<file path="config.mk">
export PLATFORM = sky130hd
export DESIGN_NAME = csr_system
export DESIGN_NICKNAME = d
export VERILOG_FILES = /design/src/verilog/csr_pkg.sv /design/src/verilog/csr_system.sv /design/src/verilog/csr_result.sv /design/src/verilog/timer_bank.sv /design/src/verilog/sysctl_bank.sv /design/src/verilog/csr_decode.sv /design/src/verilog/reset_sequencer.sv
export SDC_FILE = /design/constraint.sdc
export NUM_CORES = 1
export LEC_CHECK = 0
export BUFFER_PORTS_ARGS = -buffer_cell sky130_fd_sc_hd__buf_4
export CORE_UTILIZATION = 40
export DETAILED_ROUTE_END_ITERATION = 10
export PLACE_DENSITY = 0.67
export SYNTH_ARGS = -nofsm -noshare
export SYNTH_HDL_FRONTEND = slang
export SYNTH_SLANG_ARGS = --single-unit
</file>
<file path="constraint.sdc">
create_clock -name sys_clk -period 2.5 [get_ports sys_clk]
set_clock_uncertainty 0.1 [all_clocks]
set_input_delay 0.25 -clock sys_clk [delete_from_list [all_inputs] [get_ports sys_clk]]
set_output_delay 0.25 -clock sys_clk [all_outputs]
set_load 0.01 [all_outputs]
</file>
<file path="src/verilog/csr_pkg.sv">
// CSR widths, bank and register numbers, reset lengths and system id
package csr_pkg;

	// ------------------------------
	// Bus widths
	// ------------------------------
	// Upper 4 bits pick the bank, lower 10 the register
	typedef logic [13:0] csr_addr_t;
	typedef logic [31:0] csr_data_t;
	typedef logic [3:0]  bank_t;

	// Banks on the CSR bus
	localparam bank_t BANK_SYSCTL = 4'd1;
	localparam bank_t BANK_TIMER  = 4'd2;

	// System controller registers
	localparam logic [9:0] SYSCTL_GPIO_IN     = 10'd0;
	localparam logic [9:0] SYSCTL_GPIO_OUT    = 10'd1;
	localparam logic [9:0] SYSCTL_GPIO_IRQEN  = 10'd2;
	localparam logic [9:0] SYSCTL_SYSID       = 10'd3;
	localparam logic [9:0] SYSCTL_HARD_RESET  = 10'd4;

	// Timer registers
	localparam logic [9:0] TIMER_CTRL    = 10'd0;
	localparam logic [9:0] TIMER_COMPARE = 10'd1;
	localparam logic [9:0] TIMER_COUNTER = 10'd2;

	// ------------------------------
	// GPIO and identification
	// ------------------------------
	typedef logic [6:0] gpio_in_t;
	typedef logic [1:0] gpio_out_t;

	// Board revision word
	localparam csr_data_t SYSTEM_ID = 32'h11004D31;

	// Reset sequencing, flash comes out well before the system
	typedef logic [8:0] rst_count_t;
	localparam rst_count_t RST_DEBOUNCE_CYCLES = 9'd256;
	localparam rst_count_t FLASH_RST_CYCLES    = 9'd128;

	// Cycles from read strobe to read data
	localparam int READ_LATENCY = 2;

endpackage
</file>
<file path="src/verilog/csr_system.sv">
// Top level wiring of reset sequencer, CSR decode, register banks and read combining
module csr_system (
	input  logic               sys_clk,
	input  logic               trigger_reset,

	// CSR bus
	input  logic               csr_stb_i,
	input  logic               csr_we_i,
	input  csr_pkg::csr_addr_t csr_a_i,
	input  csr_pkg::csr_data_t csr_dw_i,
	output csr_pkg::csr_data_t csr_dr_o,
	output logic               csr_rvalid_o,

	// GPIO
	input  csr_pkg::gpio_in_t  gpio_i,
	output csr_pkg::gpio_out_t gpio_o,

	// Bit 0 GPIO, bit 1 timer
	output logic [1:0]         irq_o,

	output logic               sys_rst_o,
	output logic               flash_rst_n_o
);

	logic               hard_reset;
	logic               sel_sysctl;
	logic               sel_timer;
	logic [9:0]         csr_reg;
	logic               csr_we;
	logic               rd_issue;
	csr_pkg::csr_data_t dr_sysctl;
	csr_pkg::csr_data_t dr_timer;

	// ------------------------------
	// Reset
	// ------------------------------
	reset_sequencer u_reset_sequencer (
		.sys_clk       (sys_clk),
		.trigger_reset (trigger_reset),
		.hard_reset_i  (hard_reset),
		.sys_rst_o     (sys_rst_o),
		.flash_rst_n_o (flash_rst_n_o)
	);

	// ------------------------------
	// Decode
	// ------------------------------
	csr_decode u_csr_decode (
		.csr_stb_i    (csr_stb_i),
		.csr_we_i     (csr_we_i),
		.csr_a_i      (csr_a_i),
		.sys_rst_i    (sys_rst_o),
		.sel_sysctl_o (sel_sysctl),
		.sel_timer_o  (sel_timer),
		.reg_o        (csr_reg),
		.we_o         (csr_we),
		.rd_issue_o   (rd_issue)
	);

	// ------------------------------
	// Register banks
	// ------------------------------
	sysctl_bank u_sysctl_bank (
		.sys_clk      (sys_clk),
		.sys_rst_i    (sys_rst_o),
		.sel_i        (sel_sysctl),
		.we_i         (csr_we),
		.reg_i        (csr_reg),
		.dw_i         (csr_dw_i),
		.dr_o         (dr_sysctl),
		.gpio_i       (gpio_i),
		.gpio_o       (gpio_o),
		.irq_o        (irq_o[0]),
		.hard_reset_o (hard_reset)
	);

	timer_bank u_timer_bank (
		.sys_clk   (sys_clk),
		.sys_rst_i (sys_rst_o),
		.sel_i     (sel_timer),
		.we_i      (csr_we),
		.reg_i     (csr_reg),
		.dw_i      (csr_dw_i),
		.dr_o      (dr_timer),
		.irq_o     (irq_o[1])
	);

	// Read data back to the master
	csr_result u_csr_result (
		.sys_clk      (sys_clk),
		.sys_rst_i    (sys_rst_o),
		.rd_issue_i   (rd_issue),
		.dr_sysctl_i  (dr_sysctl),
		.dr_timer_i   (dr_timer),
		.csr_dr_o     (csr_dr_o),
		.csr_rvalid_o (csr_rvalid_o)
	);

endmodule

</file>
<file path="src/verilog/csr_result.sv">
// CSR read-data combining with registered data and valid strobe
module csr_result (
	input  logic               sys_clk,
	input  logic               sys_rst_i,
	input  logic               rd_issue_i,
	input  csr_pkg::csr_data_t dr_sysctl_i,
	input  csr_pkg::csr_data_t dr_timer_i,
	output csr_pkg::csr_data_t csr_dr_o,
	output logic               csr_rvalid_o
);

	// Read flag lined up with the bank words
	logic rd_issue_q;

	// ------------------------------
	// Valid pipeline
	// ------------------------------
	// Two stages from strobe to valid, matching the bank latency plus one
	always_ff @(posedge sys_clk) begin
		if (sys_rst_i) begin
			rd_issue_q   <= 1'b0;
			csr_rvalid_o <= 1'b0;
		end else begin
			rd_issue_q   <= rd_issue_i;
			csr_rvalid_o <= rd_issue_q;
		end
	end

	// ------------------------------
	// Data combining
	// ------------------------------
	// Idle banks hold zero, so a plain OR picks the one that answered
	always_ff @(posedge sys_clk) begin
		csr_dr_o <= dr_sysctl_i | dr_timer_i;
	end

endmodule

</file>
<file path="src/verilog/timer_bank.sv">
// Timer bank with control, compare and counter registers and match interrupt
module timer_bank (
	input  logic               sys_clk,
	input  logic               sys_rst_i,
	input  logic               sel_i,
	input  logic               we_i,
	input  logic [9:0]         reg_i,
	input  csr_pkg::csr_data_t dw_i,
	output csr_pkg::csr_data_t dr_o,
	output logic               irq_o
);

	// Control bits
	logic               en;
	logic               autorestart;
	csr_pkg::csr_data_t compare;
	csr_pkg::csr_data_t counter;
	logic               match;

	// Only a running timer can match
	assign match = en & (counter == compare);

	// ------------------------------
	// Counter and control
	// ------------------------------
	always_ff @(posedge sys_clk) begin
		if (sys_rst_i) begin
			en          <= 1'b0;
			autorestart <= 1'b0;
			counter     <= '0;
			irq_o       <= 1'b0;
		end else begin
			irq_o <= match;
			if (match) begin
				// Wrap to zero, one-shot mode stops here
				counter <= '0;
				en      <= autorestart;
			end else if (en) begin
				counter <= counter + csr_pkg::csr_data_t'(1);
			end

			// Bus writes win over counting in the same cycle
			if (sel_i & we_i) begin
				case (reg_i)
					csr_pkg::TIMER_CTRL: begin
						en          <= dw_i[0];
						autorestart <= dw_i[1];
						// Fresh start from zero on enable
						if (dw_i[0]) begin
							counter <= '0;
						end
					end
					csr_pkg::TIMER_COUNTER: counter <= dw_i;
					default: ;
				endcase
			end
		end
	end

	// Compare value is plain data
	always_ff @(posedge sys_clk) begin
		if (sel_i & we_i & (reg_i == csr_pkg::TIMER_COMPARE)) begin
			compare <= dw_i;
		end
	end

	// ------------------------------
	// Read word
	// ------------------------------
	always_ff @(posedge sys_clk) begin
		dr_o <= '0;
		if (sel_i & ~we_i) begin
			case (reg_i)
				csr_pkg::TIMER_CTRL:    dr_o <= {30'd0, autorestart, en};
				csr_pkg::TIMER_COMPARE: dr_o <= compare;
				csr_pkg::TIMER_COUNTER: dr_o <= counter;
				default:                dr_o <= '0;
			endcase
		end
	end

endmodule

</file>
<file path="src/verilog/sysctl_bank.sv">
// System controller bank with GPIO, input-change interrupt, system id and hard reset
module sysctl_bank (
	input  logic                sys_clk,
	input  logic                sys_rst_i,
	input  logic                sel_i,
	input  logic                we_i,
	input  logic [9:0]          reg_i,
	input  csr_pkg::csr_data_t  dw_i,
	output csr_pkg::csr_data_t  dr_o,
	input  csr_pkg::gpio_in_t   gpio_i,
	output csr_pkg::gpio_out_t  gpio_o,
	output logic                irq_o,
	output logic                hard_reset_o
);

	// Input sample and its previous value for edge detection
	csr_pkg::gpio_in_t gpio_in_q;
	csr_pkg::gpio_in_t gpio_in_prev;
	// Per-input interrupt enable
	csr_pkg::gpio_in_t gpio_irqen;
	csr_pkg::gpio_in_t gpio_change;

	// ------------------------------
	// GPIO inputs
	// ------------------------------
	// Registered once, then compared against the last sample
	always_ff @(posedge sys_clk) begin
		gpio_in_q    <= gpio_i;
		gpio_in_prev <= gpio_in_q;
	end

	assign gpio_change = (gpio_in_q ^ gpio_in_prev) & gpio_irqen;

	// One pulse per enabled change
	always_ff @(posedge sys_clk) begin
		if (sys_rst_i) begin
			irq_o <= 1'b0;
		end else begin
			irq_o <= |gpio_change;
		end
	end

	// ------------------------------
	// Register writes
	// ------------------------------
	always_ff @(posedge sys_clk) begin
		if (sys_rst_i) begin
			gpio_o       <= '0;
			gpio_irqen   <= '0;
			hard_reset_o <= 1'b0;
		end else begin
			// Request lasts a single cycle
			hard_reset_o <= 1'b0;
			if (sel_i & we_i) begin
				case (reg_i)
					csr_pkg::SYSCTL_GPIO_OUT:   gpio_o <= dw_i[1:0];
					csr_pkg::SYSCTL_GPIO_IRQEN: gpio_irqen <= dw_i[6:0];
					// Feeds back into the reset sequencer
					csr_pkg::SYSCTL_HARD_RESET: hard_reset_o <= dw_i[0];
					default: ;
				endcase
			end
		end
	end

	// ------------------------------
	// Read word
	// ------------------------------
	// Zero unless this bank was read in the previous cycle
	always_ff @(posedge sys_clk) begin
		dr_o <= '0;
		if (sel_i & ~we_i) begin
			case (reg_i)
				csr_pkg::SYSCTL_GPIO_IN:    dr_o <= csr_pkg::csr_data_t'(gpio_in_q);
				csr_pkg::SYSCTL_GPIO_OUT:   dr_o <= csr_pkg::csr_data_t'(gpio_o);
				csr_pkg::SYSCTL_GPIO_IRQEN: dr_o <= csr_pkg::csr_data_t'(gpio_irqen);
				csr_pkg::SYSCTL_SYSID:      dr_o <= csr_pkg::SYSTEM_ID;
				// Hard reset reads as zero, like unused slots
				default:                    dr_o <= '0;
			endcase
		end
	end

endmodule

</file>
<file path="src/verilog/csr_decode.sv">
// CSR bank selection and read-issue flag
module csr_decode (
	input  logic               csr_stb_i,
	input  logic               csr_we_i,
	input  csr_pkg::csr_addr_t csr_a_i,
	input  logic               sys_rst_i,
	output logic               sel_sysctl_o,
	output logic               sel_timer_o,
	output logic [9:0]         reg_o,
	output logic               we_o,
	output logic               rd_issue_o
);

	logic           stb_ok;
	csr_pkg::bank_t bank;

	// No access gets through while the system is held in reset
	assign stb_ok = csr_stb_i & ~sys_rst_i;

	// Bank field is the top nibble of the address
	assign bank  = csr_a_i[13:10];
	assign reg_o = csr_a_i[9:0];

	// ------------------------------
	// Per-bank selects
	// ------------------------------
	assign sel_sysctl_o = stb_ok & (bank == csr_pkg::BANK_SYSCTL);
	assign sel_timer_o  = stb_ok & (bank == csr_pkg::BANK_TIMER);

	// Write qualifier shared by all banks
	assign we_o = stb_ok & csr_we_i;

	// Every read is flagged, even to an empty bank
	// Unmapped banks then return the zero OR of all words
	assign rd_issue_o = stb_ok & ~csr_we_i;

endmodule

</file>
<file path="src/verilog/reset_sequencer.sv">
// Reset sequencer with debounce counter and early flash reset release
module reset_sequencer (
	input  logic sys_clk,
	input  logic trigger_reset,
	input  logic hard_reset_i,
	output logic sys_rst_o,
	output logic flash_rst_n_o
);

	// Either source restarts the whole sequence
	logic                restart;
	csr_pkg::rst_count_t rst_debounce;
	csr_pkg::rst_count_t flash_count;

	assign restart = trigger_reset | hard_reset_i;

	// ------------------------------
	// System reset
	// ------------------------------
	// Reload while the source is held, then count down to zero
	always_ff @(posedge sys_clk) begin
		if (restart) begin
			rst_debounce <= csr_pkg::RST_DEBOUNCE_CYCLES;
		end else if (rst_debounce != '0) begin
			rst_debounce <= rst_debounce - csr_pkg::rst_count_t'(1);
		end
	end

	// Held for as long as the counter runs
	assign sys_rst_o = rst_debounce != '0;

	// ------------------------------
	// Flash reset
	// ------------------------------
	// Counts up from the same restart and stops at the release point
	always_ff @(posedge sys_clk) begin
		if (restart) begin
			flash_count <= '0;
		end else if (flash_count != csr_pkg::FLASH_RST_CYCLES) begin
			flash_count <= flash_count + csr_pkg::rst_count_t'(1);
		end
	end

	// Shorter count, so flash is out of reset before the system
	assign flash_rst_n_o = flash_count == csr_pkg::FLASH_RST_CYCLES;

endmodule

</file>
Yosys cells after proc, flatten, opt, wreduce, memory -nomap -nowiden
Cells that the tools add are included.
- register bits after elaboration: 208
- bits of input ports: 57
- output and inout port bits: 39
- add/sub/neg operators: 3
- eq/ne operators: 9
- multiplexer cells: 10
- bitwise operators: 20
- reductions and logical operators: 7
- operators by type and width (operator ; count):
    two-way mux 32 bit ; 4
    one-hot mux 29 bit (4 select lines) ; 1
    one-hot mux 32 bit (3 select lines) ; 1
    one-hot mux 32 bit (2 select lines) ; 1
    adder 32 x 1 -> 32 bit, second input constant ; 1
    equality test 32 bit ; 1
    bitwise OR 32 bit ; 1
    equality test 10 x 2 -> 1 bit, second input constant ; 2
    AND 1 bit ; 11
    equality test 10 x 1 -> 1 bit, second input constant ; 1
    equality test 10 x 3 -> 1 bit, second input constant ; 1
    zero test 10 bit ; 1
    adder 9 x 1 -> 9 bit, second input constant ; 1
    equality test 9 x 8 -> 1 bit, second input constant ; 1
    inequality test 9 x 8 -> 1 bit, second input constant ; 1
    nonzero test 9 bit ; 1
    subtractor 9 x 1 -> 9 bit, second input constant ; 1
    AND 7 bit ; 1
    OR reduction 7 bit ; 1
    bitwise XOR 7 bit ; 1
    AND reduction 2 bit ; 3
    inverter 1 bit ; 5
    equality test 4 x 1 -> 1 bit, second input constant ; 1
    equality test 4 x 2 -> 1 bit, second input constant ; 1
    other kinds (3) ; 5

Depth between registers and ports, before layout
Gate-level depths: netlist (run 1).
- word-level depth: 7
- gate-level depth with buffers: 9
- depth with buffers taken out: 8

Cells and area by module
Synthesis (run 1) repeated with hierarchy kept, for this count alone.
- cell total of the unflattened synthesis: 742
- area, all modules: 7831.3 um^2
- modules (own cells, without submodules) (module ; times used ; cells an instance ; area each (um^2)):
    timer_bank ; 1 ; 414 ; 4500.6
    sysctl_bank ; 1 ; 138 ; 1391.3
    reset_sequencer ; 1 ; 107 ; 918.4
    csr_result ; 1 ; 68 ; 893.4
    csr_decode ; 1 ; 15 ; 127.6

Least setup slack after synthesis (run 1)
No wires, ideal clock.
- path type: input to register
- from: in csr_a_i[5]
- to: reg u_timer_bank.compare[0] (enable)
- data arrival time: 2.178 ns
- slack: -0.168 ns
- stages: 5
- path buffers: 1
- cells stage by stage: nor4_4 nand2_1 nor3b_2 clkbuf_1 and2b_1
- longest elaborated chain between the ends: 2
- ends and longest elaborated chain (element ; line ; text):
    start, declared ; csr_system.sv:9 ; input csr_pkg::csr_addr_t csr_a_i,
    equality test 10 x 1 -> 1 bit ; timer_bank.sv:62 ; if (sel_i & we_i & (reg_i == csr_pkg::TIMER_COMPARE)) begin
    AND 1 bit ; timer_bank.sv:62 ;
    end signal, assigned ; timer_bank.sv:63 ; compare <= dw_i;
    end, declared ; timer_bank.sv:16 ; csr_pkg::csr_data_t compare;
Every way passes these cells.
A chain may end at the register's enable or synchronous reset.

Final worst setup path (run 1)
- from: reg u_timer_bank.compare[29]
- to: reg u_timer_bank.counter[23]
- longest elaborated chain between the ends: 6
- ends and longest elaborated chain (element ; line ; text):
    equality test 32 bit (*) ; timer_bank.sv:21 ; assign match = en & (counter == compare);
    AND 1 bit (*) ; timer_bank.sv:21 ;
    two-way mux 32 bit (*) ; timer_bank.sv:34 ; if (match) begin
    two-way mux 32 bit ; timer_bank.sv:49 ; if (dw_i[0]) begin
    one-hot mux 32 bit (2 select lines) ; timer_bank.sv:44 ; case (reg_i)
    two-way mux 32 bit (*) ; timer_bank.sv:43 ; if (sel_i & we_i) begin
    end signal, assigned ; timer_bank.sv:39 ; counter <= counter + csr_pkg::csr_data_t'(1);
    end signal, assigned ; timer_bank.sv:53 ; csr_pkg::TIMER_COUNTER: counter <= dw_i;
    end, declared ; timer_bank.sv:17 ; csr_pkg::csr_data_t counter;
Mark *: on every way between the ends. The rest lies on a longest branch, timed or not.

==> results of run 1 <==
## metal layers
layer	part of all wire (%)	up-vias
li1	-	2587
met1	46	2374
met2	47	112
met3	3.9	30
met4	2.4	0
met5	0	-
## report_power, final
part / internal [W] / switching (W)
Sequential: 0.00308 / 0.0000873
Combinational: 0.000316 / 0.000308
Clock: 0.00138 / 0.00110
## state kept, by name, summed over array words and instances (netlist names), 2 cells and up
signal,count
u_timer_bank.dr_o,32
u_sysctl_bank.gpio_irqen,7
u_csr_result.csr_dr_o,32
u_sysctl_bank.gpio_in_q,7
u_reset_sequencer.flash_count,9
u_sysctl_bank.gpio_o,2
u_reset_sequencer.rst_debounce,9
u_timer_bank.compare,32
u_sysctl_bank.dr_o,8
u_sysctl_bank.gpio_in_prev,7
u_timer_bank.counter,32
## final cells by class
class | count | area (um2) | area share, %
multi-input combinational | 439 | 2980 | 32.3
timing repair buffer | 162 | 1370 | 14.9
clock buffer | 23 | 488 | 5.29
inverter | 8 | 30.0 | 0.326
clock inverter | 9 | 63.8 | 0.692
sequential | 184 | 4000 | 43.4
tap | 225 | 282 | 3.05
## cell usage after synthesis (3+ instances only)
cell type and instances:
a21oi_1 7, and3_1 6, clkbuf_1 20, inv_1 8
mux2i_1 18, o21ai_2 30, nand4b_1 3, edfxtp_1 32
buf_1 3, a22oi_1 32, nor4_1 4, nand2_1 55
ha_1 5, o21ai_0 4, nor4_4 3, nor2_1 85
and2_1 5, nand3_1 21, buf_2 5, and4_1 3
xor2_1 38, nand4_1 19, dfxtp_1 152, or2_2 14
nor3_1 7, xnor2_1 45, buf_8 3
## worst max path at each step
stage,to,slack (ns)
floorplan,u_timer_bank.compare[0],0.11
global placement,u_timer_bank.counter[24],0.15
detailed placement,u_timer_bank.counter[24],0.14
CTS,u_timer_bank.counter[31],0.11
global route,u_timer_bank.counter[23],0.01
finish,u_timer_bank.counter[23],0.14
## cells by family after synthesis
logic type	Yosys count	synth area share, %
simple gates	249	18.5
mux	20	2.83
fa+ha+maj	5	0.874
buf+inv	41	2.81
flops	184	55.9
xor+xnor	83	10.2
compound gates	82	8.88
## what timing repair did
item / 4_1_cts / 5_1_grt
resized for setup: 0 / 5
endpoints found under the hold margin: 77 / 0
hold buffers: 40 / 0
setup endpoints to repair: 0 / 16
## metrics by stage
step	area [um2]	cells	setup WS, ns	utilization [%]
after floorplan	7160	664	0.115	-
after global placement	8250	978	0.151	47.4
after detailed placement	8250	978	0.137	47.4
after CTS	9200	1050	0.113	52.8
after global routing	9220	1050	0.0140	52.9
final	9220	1050	0.143	52.9
## worst max-delay path: stages, from the launching register on
cell and delay [ns]:
edfxtp_1 0.41, xnor2_1 0.29, nand4_1 0.19, nor4_2 0.38, buf_4 0.18, nand2_1 0.10
o21ai_4 0.32, buf_12 0.20, o21ai_2 0.07
==> flow_summary.yaml, run 1 <==
clocking:
  clk_latency_ns: 0.43
  cts_tree: "built"
  clk_pin_slew_worst_paths_ns: 0.06
  clock_path_buffers: 2
  cts_root_buf: "clkbuf_16"
  cts_sinks: 184
  cts_buffers: 17
  htreeDepth: 4
  post_cts_buffers: 0
synth:
  synth_cells: 664
  synth-seq-cells: 184
  ys.flop_type: "dfxtp_1"
  syn_avg_cell_area_um2: 10.8
  synth_edf_count: 32
  syn-cell-area_um2: 7160
  synth.area.top_cells: "dfxtp_1, edfxtp_1, xnor2_1"
  synth_top_cell_by_area: "dfxtp_1"
  synth_nets: 726
  ys_seq_area_share_pct: 55.9
  yosysWarnings: 0
  async_flop_share_pct: 0
  synth_top_area_share_pct: 42.5
  yosysUniqueCellTypes: 55
critical_path:
  arrival_ns: 2.57
  startpoint: "u_timer_bank.compare[29]"
  reg2regPathDepth: 8
  critical_path_class: "reg -> reg"
  start_kind: "register"
  critPathRequiredTime_ns: 2.72
  r2r_end: "u_timer_bank.counter[23]"
  worstSetupEndpointType: "register"
  r2r_slack_ns: 0.14
  worstPathMaxFanout: 11
  timing.rr.start: "u_timer_bank.compare[29]"
min_path:
  holdPathStages: 4
  worstHoldStart: "csr_a_i[6]"
  min-delay-path-class: "in -> reg"
  min_to: "u_sysctl_bank.hard_reset_o"
place:
  dp_hpwl_um: 10900
  globalplace.congestion: 0.810
  port_buffers: 95
route:
  vias_per_cell: 4.86
  postRouteAntennaNets: 0
  first_pass_iters: 5
  drt-initial-drc-count: 288
  wirelength_um: 15900
  drc: 0
  vias: 5103
  wl_per_cell_um: 15.1
timing:
  drv_slew: 0
  setup_violations: 0
  fin_crit_sh_pct: 94.3
  tns_ns: 0
  hold_slack_ns: 0.0243
  fmax_mhz: 424
  finalHoldViolations: 0
  worstMarginPinSlew_ns: 0.501
  fin_crit_ns: 2.36
  slew_headroom_pct: 66.6
  rsz0062_at_grt: "false"
layout:
  insertedDiodeCount: 0
  layout_commonest_cell: "dfxtp_1"
  fill_cells: 1561
  drive_gt1_share_pct: 26.9
  final_cell_mix: "dfxtp_1, buf_4, nor2_1, nand2_1, xnor2_1"
  fin_nets: 874
  syn_to_final_growth_pct: 28.8
floorplanning:
  num_rows: 48
  start_util_pct: 41.1
  die-area_um2: 18400
  core_area_um2: 17400
  die_x_um: 136
  dieHeight_um: 136
  io_pins: 96
grt:
  grt_max_degree: 33
  first_global_vias: 5121
  grt_usage_pct: 18.5
  grtUsageMet1_pct: 23.3
  grt_pass1_wl_um: 25900
  grt-ovfl-total: 0
  use_met3_pct: 4.75
  grtUsageMet2_pct: 30.1
  busiest_layer: "met2"
  grt_antenna_before_repair: 0
pwr:
  ir_drop_mv: 0.509
  power.leakage_nw: 3.39
  power_density_nw_per_um2: 681
  power_w: 0.00628
status:
  status: "finished, final reports clean"
run:
  max_cap_viol_count: 0
Power figures use the tool's default switching activity.
==> run 2, diff against run 1 <==
--- a/config.mk
+++ b/config.mk
@@ -5,6 +5,7 @@
 export SDC_FILE = /design/constraint.sdc
 export NUM_CORES = 1
 export LEC_CHECK = 0
+export ABC_AREA = 1
 export BUFFER_PORTS_ARGS = -buffer_cell sky130_fd_sc_hd__buf_4
 export CORE_UTILIZATION = 40
 export DETAILED_ROUTE_END_ITERATION = 10
==> run 2 against run 1 <==
Combinational power fell by 25%. Non-clock buffer count fell by 11. Register-to-register slack improved by 0.16 ns. Setup slack improved by 0.14 ns. Sequential cell count did not move. Die area rose by 8.3%. Synthesized area rose by 8.5%. First-iteration DRC count rose by 40%. Sequential power fell by 1%. Critical path type is now in -> reg. Critical endpoint is now u_timer_bank.dr_o[0].
==> flow_summary.yaml, run 2 <==
route:
  vias: 6400
  drc: 0
  wl_per_cell_um: 13.6
  first_pass_iters: 7
  wirelength_um: 18500
  vias_per_cell: 4.72
  drt-initial-drc-count: 402
  postRouteAntennaNets: 0
synth:
  syn_avg_cell_area_um2: 8.21
  synth.top_cells.by_count: "nand2_1, dfxtp_1, nor2_1"
  synth_top_family_by_area: "simple AND/OR/NAND/NOR gates"
  synth_compound_area_share_pct: 9.47
  synth_top_area_share_pct: 39.2
  synth-seq-cells: 184
  muxShareOfSynthArea_pct: 0
  synth.most_common_cell: "nand2_1"
  synth_edf_count: 32
  synth_top_cell_by_area: "dfxtp_1"
  yosysUniqueCellTypes: 36
  ys_seq_area_share_pct: 51.6
  synth-xor-area-share_pct: 6.09
  syn-cell-area_um2: 7770
  synth_nets: 1008
  async_flop_share_pct: 0
  synth.area.top_cells: "dfxtp_1, nand2_1, edfxtp_1"
  ys.flop_type: "dfxtp_1"
  synth_cells: 946
  yosysWarnings: 0
  synthAdderAreaFrac_pct: 0.806
  synth_simple_gate_area_share_pct: 25.5
grt:
  grt_pass1_wl_um: 30600
  grt_antenna_before_repair: 0
  grt-ovfl-total: 0
  first_global_vias: 6167
  grt_max_degree: 40
  grt_usage_pct: 19.8
critical_path:
  critPathSlowestCell: "dlygate4sd3_1"
  start_kind: "input port"
  worstSetupEndpointType: "register"
  slowest_delay_ns: 0.53
  reg2regPathDepth: 9
  arrival_ns: 2.47
  critPathRequiredTime_ns: 2.76
  critical_path_class: "in -> reg"
  crit_chain: "dlygate4sd3_1, buf_4, nor2_1, nand2_1, inv_1, nand3_1, inv_2, buf_4, nand2_1, a31oi_1"
  worstPathMaxFanout: 20
layout:
  drive_gt1_share_pct: 18.6
  insertedDiodeCount: 0
  final_cells: 1356
  fin_nets: 1145
  layout_commonest_cell: "nand2_1"
  syn_to_final_growth_pct: 26.7
  final_cell_mix: "nand2_1, dfxtp_1, buf_4, nor2_1, inv_1"
floorplanning:
  num_rows: 50
  dieHeight_um: 141
  start_util_pct: 41.1
  die_x_um: 141
  die-area_um2: 20000
  io_pins: 96
  core_area_um2: 18900
pwr:
  ir_drop_mv: 0.527
  power.leakage_nw: 3.79
  power_density_nw_per_um2: 657
timing:
  tns_ns: 0
  drv_slew: 0
  setup_violations: 0
  setup_slack_ns: 0.285
  fin_crit_ns: 2.21
  slew_headroom_pct: 60.3
  finalHoldViolations: 0
  rsz0062_at_grt: "false"
  fmax_mhz: 452
  fin_crit_sh_pct: 88.6
  worstMarginPinSlew_ns: 0.594
clocking:
  cts_root_buf: "clkbuf_16"
  cts_sinks: 184
  clock_path_buffers: 2
  clk_pin_slew_worst_paths_ns: 0.07
  cts_tree: "built"
  clk_latency_ns: 0.44
  htreeDepth: 4
  post_cts_buffers: 0
  cts_buffers: 17
place:
  dp_hpwl_um: 13100
  globalplace.congestion: 0.898
  place_ws_ns: 0.329
  port_buffers: 95
  place_inst: 1282
min_path:
  min-delay-path-class: "in -> reg"
  holdPathStages: 3
status:
  status: "finished, final reports clean"
run:
  max_cap_viol_count: 0
## run 2: cell types whose count changed after synthesis, moves of 18 or more
cell / previous run / this run
o21ai_2: 30 / 0
a21oi_2: 0 / 29
a22oi_1: 32 / 0
mux2i_1: 18 / 0
a21oi_1: 7 / 56
nand3_1: 21 / 63
inv_1: 8 / 83
nand2_1: 55 / 257
## run 2: kinds of logic (layout without fill, tap and decap cells)
| logic type | after synthesis | in the layout |
|---|---|---|
| simple gates | 464 | 464 |
| fa+ha+maj | 5 | 5 |
| flops | 184 | 184 |
| buf+inv | 121 | 271 |
| compound gates | 118 | 118 |
| xor+xnor | 54 | 54 |
## run 2: critical path: cells and delay by family
family	cells	cell delay, ns
buf+inv	5	1.46
simple gates	4	0.55
compound gates	1	0.20
## run 2: final timing paths
check | from | slack [ns] | end
setup / recovery | csr_a_i[3] | 0.29 | u_timer_bank.dr_o[0]
hold / removal | csr_stb_i | 0.05 | u_csr_result.rd_issue_q
setup reg to reg | u_reset_sequencer.rst_debounce[0] | 0.30 | u_timer_bank.counter[7]
hold reg to reg | u_timer_bank.dr_o[9] | 0.23 | u_csr_result.csr_dr_o[9]
## run 2: layout make-up
cell class,instances,area (um2)
clock inverter,8,87.6
sequential,184,4000
fill,1826,9060
inverter,88,330
clock buffer,24,557
tap,260,325
multi-input combinational,641,3260
timing repair buffer,151,1280
## run 2: metal layers
layer / vias to the layer above / wire (um) / track usage [%]
met2: 160 / 8770 / 32.8
met3: 14 / 945 / 4.42
met4: 0 / 206 / 6.52
met5: - / 0 / 0
met1: 2930 / 8580 / 25.6
li1: 3296 / - / -
## run 2: report_power, final
group          switching [W]  leakage (nW)  internal [W]
logic               0.000249          1.95      0.000216
registers          0.0000493          1.52       0.00308
clock network        0.00118         0.319       0.00168
total                0.00148          3.79       0.00498
## run 2: timing repair
item | in CTS | in global routing
gates resized for setup | 0 | 1
hold buffers | 42 | 0
endpoints found under the hold margin | 78 | 0
setup endpoints to repair | 0 | 1
## run 2: metrics by stage
step / area (um2) / hold WS, ns / power, W / utilization [%]
2_1_floorplan: 7770 / 0.178 / 0.00344 / -
3_3_place_gp: 8770 / 0.211 / 0.00359 / 46.4
3_5_place_dp: 8770 / 0.212 / 0.00360 / 46.4
4_1_cts: 9830 / 0.0351 / 0.00650 / 52.0
5_1_grt: 9840 / 0.0512 / 0.00670 / 52.1
6_report: 9840 / 0.0537 / 0.00646 / 52.1
==> run 3, diff against run 2 <==
--- a/config.mk
+++ b/config.mk
@@ -9,7 +9,8 @@
 export BUFFER_PORTS_ARGS = -buffer_cell sky130_fd_sc_hd__buf_4
 export CORE_UTILIZATION = 40
 export DETAILED_ROUTE_END_ITERATION = 10
-export PLACE_DENSITY = 0.67
+export PLACE_DENSITY = 0.66
 export SYNTH_ARGS = -nofsm -noshare
 export SYNTH_HDL_FRONTEND = slang
+export SYNTH_HIERARCHICAL = 1
 export SYNTH_SLANG_ARGS = --single-unit
==> run 3 against run 2 <==
Register-to-register slack got worse by 0.12 ns. Sequential cell count did not move. Die area rose by 8.5%. First-iteration DRC count fell by 8.7%. Cell count rose by 12%. Critical path depth did not move. Synthesized cell count rose by 16%. Combinational power rose by 51%. Maximum frequency fell by 5.4%. Clock-buffer cell count fell by 6. Worst hold slack got worse by 0.050 ns. Core utilization fell by 1.3 points. Critical path type unchanged. Largest power group unchanged. Highest routed layer unchanged.
==> flow_summary.yaml, run 3 <==
synth:
  synth.area.top_cells: "dfxtp_1, edfxtp_1, nand2_1"
  ys_seq_area_share_pct: 47.4
  syn_avg_cell_area_um2: 7.66
  syn-cell-area_um2: 8440
  synth_top_cell_by_area: "dfxtp_1"
  synth_cells: 1101
  synth.top_cells.by_count: "nand2_1, inv_1, dfxtp_1"
  ys.flop_type: "dfxtp_1"
  synth.most_common_cell: "nand2_1"
  yosysWarnings: 6
  synth-seq-cells: 184
  synth_top_area_share_pct: 36.1
  synth_edf_count: 32
  yosysUniqueCellTypes: 44
  async_flop_share_pct: 0
route:
  vias_per_cell: 4.72
  first_pass_iters: 5
  wl_per_cell_um: 12.8
  drt-initial-drc-count: 367
  vias: 7146
  wirelength_um: 19400
  postRouteAntennaNets: 0
  drc: 0
critical_path:
  start_kind: "input port"
  critical_path_class: "in -> reg"
  critPathRequiredTime_ns: 2.77
  worstPathMaxFanout: 14
  worstSetupEndpointType: "register"
  arrival_ns: 2.61
floorplanning:
  dieHeight_um: 147
  start_util_pct: 41.3
  die-area_um2: 21700
  num_rows: 52
  io_pins: 96
  core_area_um2: 20400
  die_x_um: 147
grt:
  use_met3_pct: 3.66
  first_global_vias: 6763
  grt_antenna_before_repair: 0
  busiest_layer: "met2"
  grt_max_degree: 48
  grtUsageMet1_pct: 22.2
  grt_pass1_wl_um: 31800
  grt-ovfl-total: 0
  grtUsageMet2_pct: 32.7
  grt_usage_pct: 18.6
place:
  dp_hpwl_um: 13900
  dpl_cell_area_um2: 9350
  place_inst: 1438
  port_buffers: 95
  globalplace.congestion: 0.869
layout:
  insertedDiodeCount: 0
  syn_to_final_growth_pct: 23.0
  drive_gt1_share_pct: 15.9
  fin_nets: 1293
  final_area_um2: 10400
  layout_commonest_cell: "nand2_1"
  final_cells: 1515
  final_cell_mix: "nand2_1, inv_1, dfxtp_1, buf_4, nor2_1"
pwr:
  p_seq_share_pct: 48.2
  swShare_pct: 26.4
  power_density_nw_per_um2: 633
  intPower_w: 0.00483
  power.leakage_nw: 4.21
  pwr-share-comb_pct: 10.7
  p_clk_share_pct: 41.1
  ir_drop_mv: 0.424
  switchingPower_w: 0.00174
status:
  status: "finished, final reports clean"
clocking:
  cts_sinks: 184
  cts_root_buf: "clkbuf_16"
  clk_pin_slew_worst_paths_ns: 0.08
  htreeDepth: 4
  cts_buffers: 17
  clk_latency_ns: 0.45
  clock_path_buffers: 2
  cts_tree: "built"
timing:
  fmax_mhz: 427
  fin_crit_sh_pct: 93.6
  setup_violations: 0
  fin_crit_ns: 2.34
  finalHoldViolations: 0
  rsz0062_at_grt: "false"
  worstMarginPinSlew_ns: 0.662
  slew_headroom_pct: 55.7
  drv_slew: 0
run:
  max_cap_viol_count: 0
min_path:
  min-delay-path-class: "in -> reg"
==> run 3: changes by cell type in the layout (fill, tap and decap cells not counted), moves of 14 or more <==
| cell | delta |
|---|---|
| nand4_1 | +16 |
| conb_1 | +19 |
| a21oi_2 | -29 |
| inv_1 | +72 |
| or2_2 | -14 |
| nand3_1 | +30 |
| a21oi_1 | +24 |
==> run 3: per-layer routing <==
| layer | share of wire, % | vias up | wire length [um] |
|---|---|---|---|
| li1 | - | 3679 | - |
| met1 | 45 | 3268 | 8700 |
| met2 | 49 | 173 | 9470 |
| met3 | 4.3 | 26 | 843 |
| met4 | 2.2 | 0 | 425 |
| met5 | 0 | - | 0 |
==> run 3: final timing paths <==
path | from | end | slack (ns) | depth (start not counted)
max | csr_a_i[8] | u_timer_bank/dr_o[31] | 0.16 | 10
min | csr_a_i[4] | u_sysctl_bank/hard_reset_o | 0.004 | 4
max reg2reg | u_reset_sequencer/rst_debounce[4] | u_timer_bank/counter[30] | 0.18 | 13
min reg2reg | u_sysctl_bank/gpio_in_q[6] | u_sysctl_bank/gpio_in_prev[6] | 0.29 | 0
==> run 3: power groups by stage <==
stage               registers (W)  clock network (W)  logic [W]
finish                    0.00317            0.00270   0.000704
global route              0.00318            0.00288   0.000790
CTS                       0.00317            0.00275   0.000706
detailed placement        0.00324                  0   0.000646
global placement          0.00323                  0   0.000633
floorplan                 0.00323                  0   0.000471
==> run 3: final cells by class <==
class	instances	area, um2
repair buffers	163	1350
multi-input cells	705	3500
clock buffers	18	429
well taps	270	338
clock inverters	14	155
inverters	161	609
fillers	2002	10000
flip-flops and latches	184	4010
==> run 3: cell families after synthesis <==
logic type                 Yosys count  share of synthesized area, %
and+or+nand+nor                    535                          28.5
buffers and inverters              230                          12.5
DFF                                184                          47.4
AOI/OAI and AO/OA                  105                          6.49
xor gates and xnor gates            42                          4.36
adders and majority gates            4                         0.593
other                                1                        0.0444
==> run 3: critical path, stage by stage <==
cell and delay [ns]:
dlygate4sd3_1 0.54, buf_4 0.14, nor2_1 0.22, inv_1 0.11
nor2_1 0.25, nand2_1 0.19, nor2_2 0.37, buf_4 0.31
nand2_1 0.07, a21oi_1 0.14
==> run 3: what timing repair did <==
action                    4_1_cts  5_1_grt
hold endpoints to repair       77        0
hold buffers                   45        0
buffers inserted                0        0
resized for setup               0        0
==> run 3: stage by stage <==
step	setup slack, ns	power, W	utilization, %	setup TNS (ns)	hold WS [ns]
final	0.160	0.00657	50.8	0	0.00375
after global routing	0.0207	0.00685	50.8	0	0.0101
after detailed placement	0.233	0.00388	45.7	0	0.256
after global placement	0.306	0.00387	45.7	0	0.255
after CTS	0.200	0.00662	50.8	0	0.0000431
after floorplan	-0.136	0.00370	-	-4.36	0.178
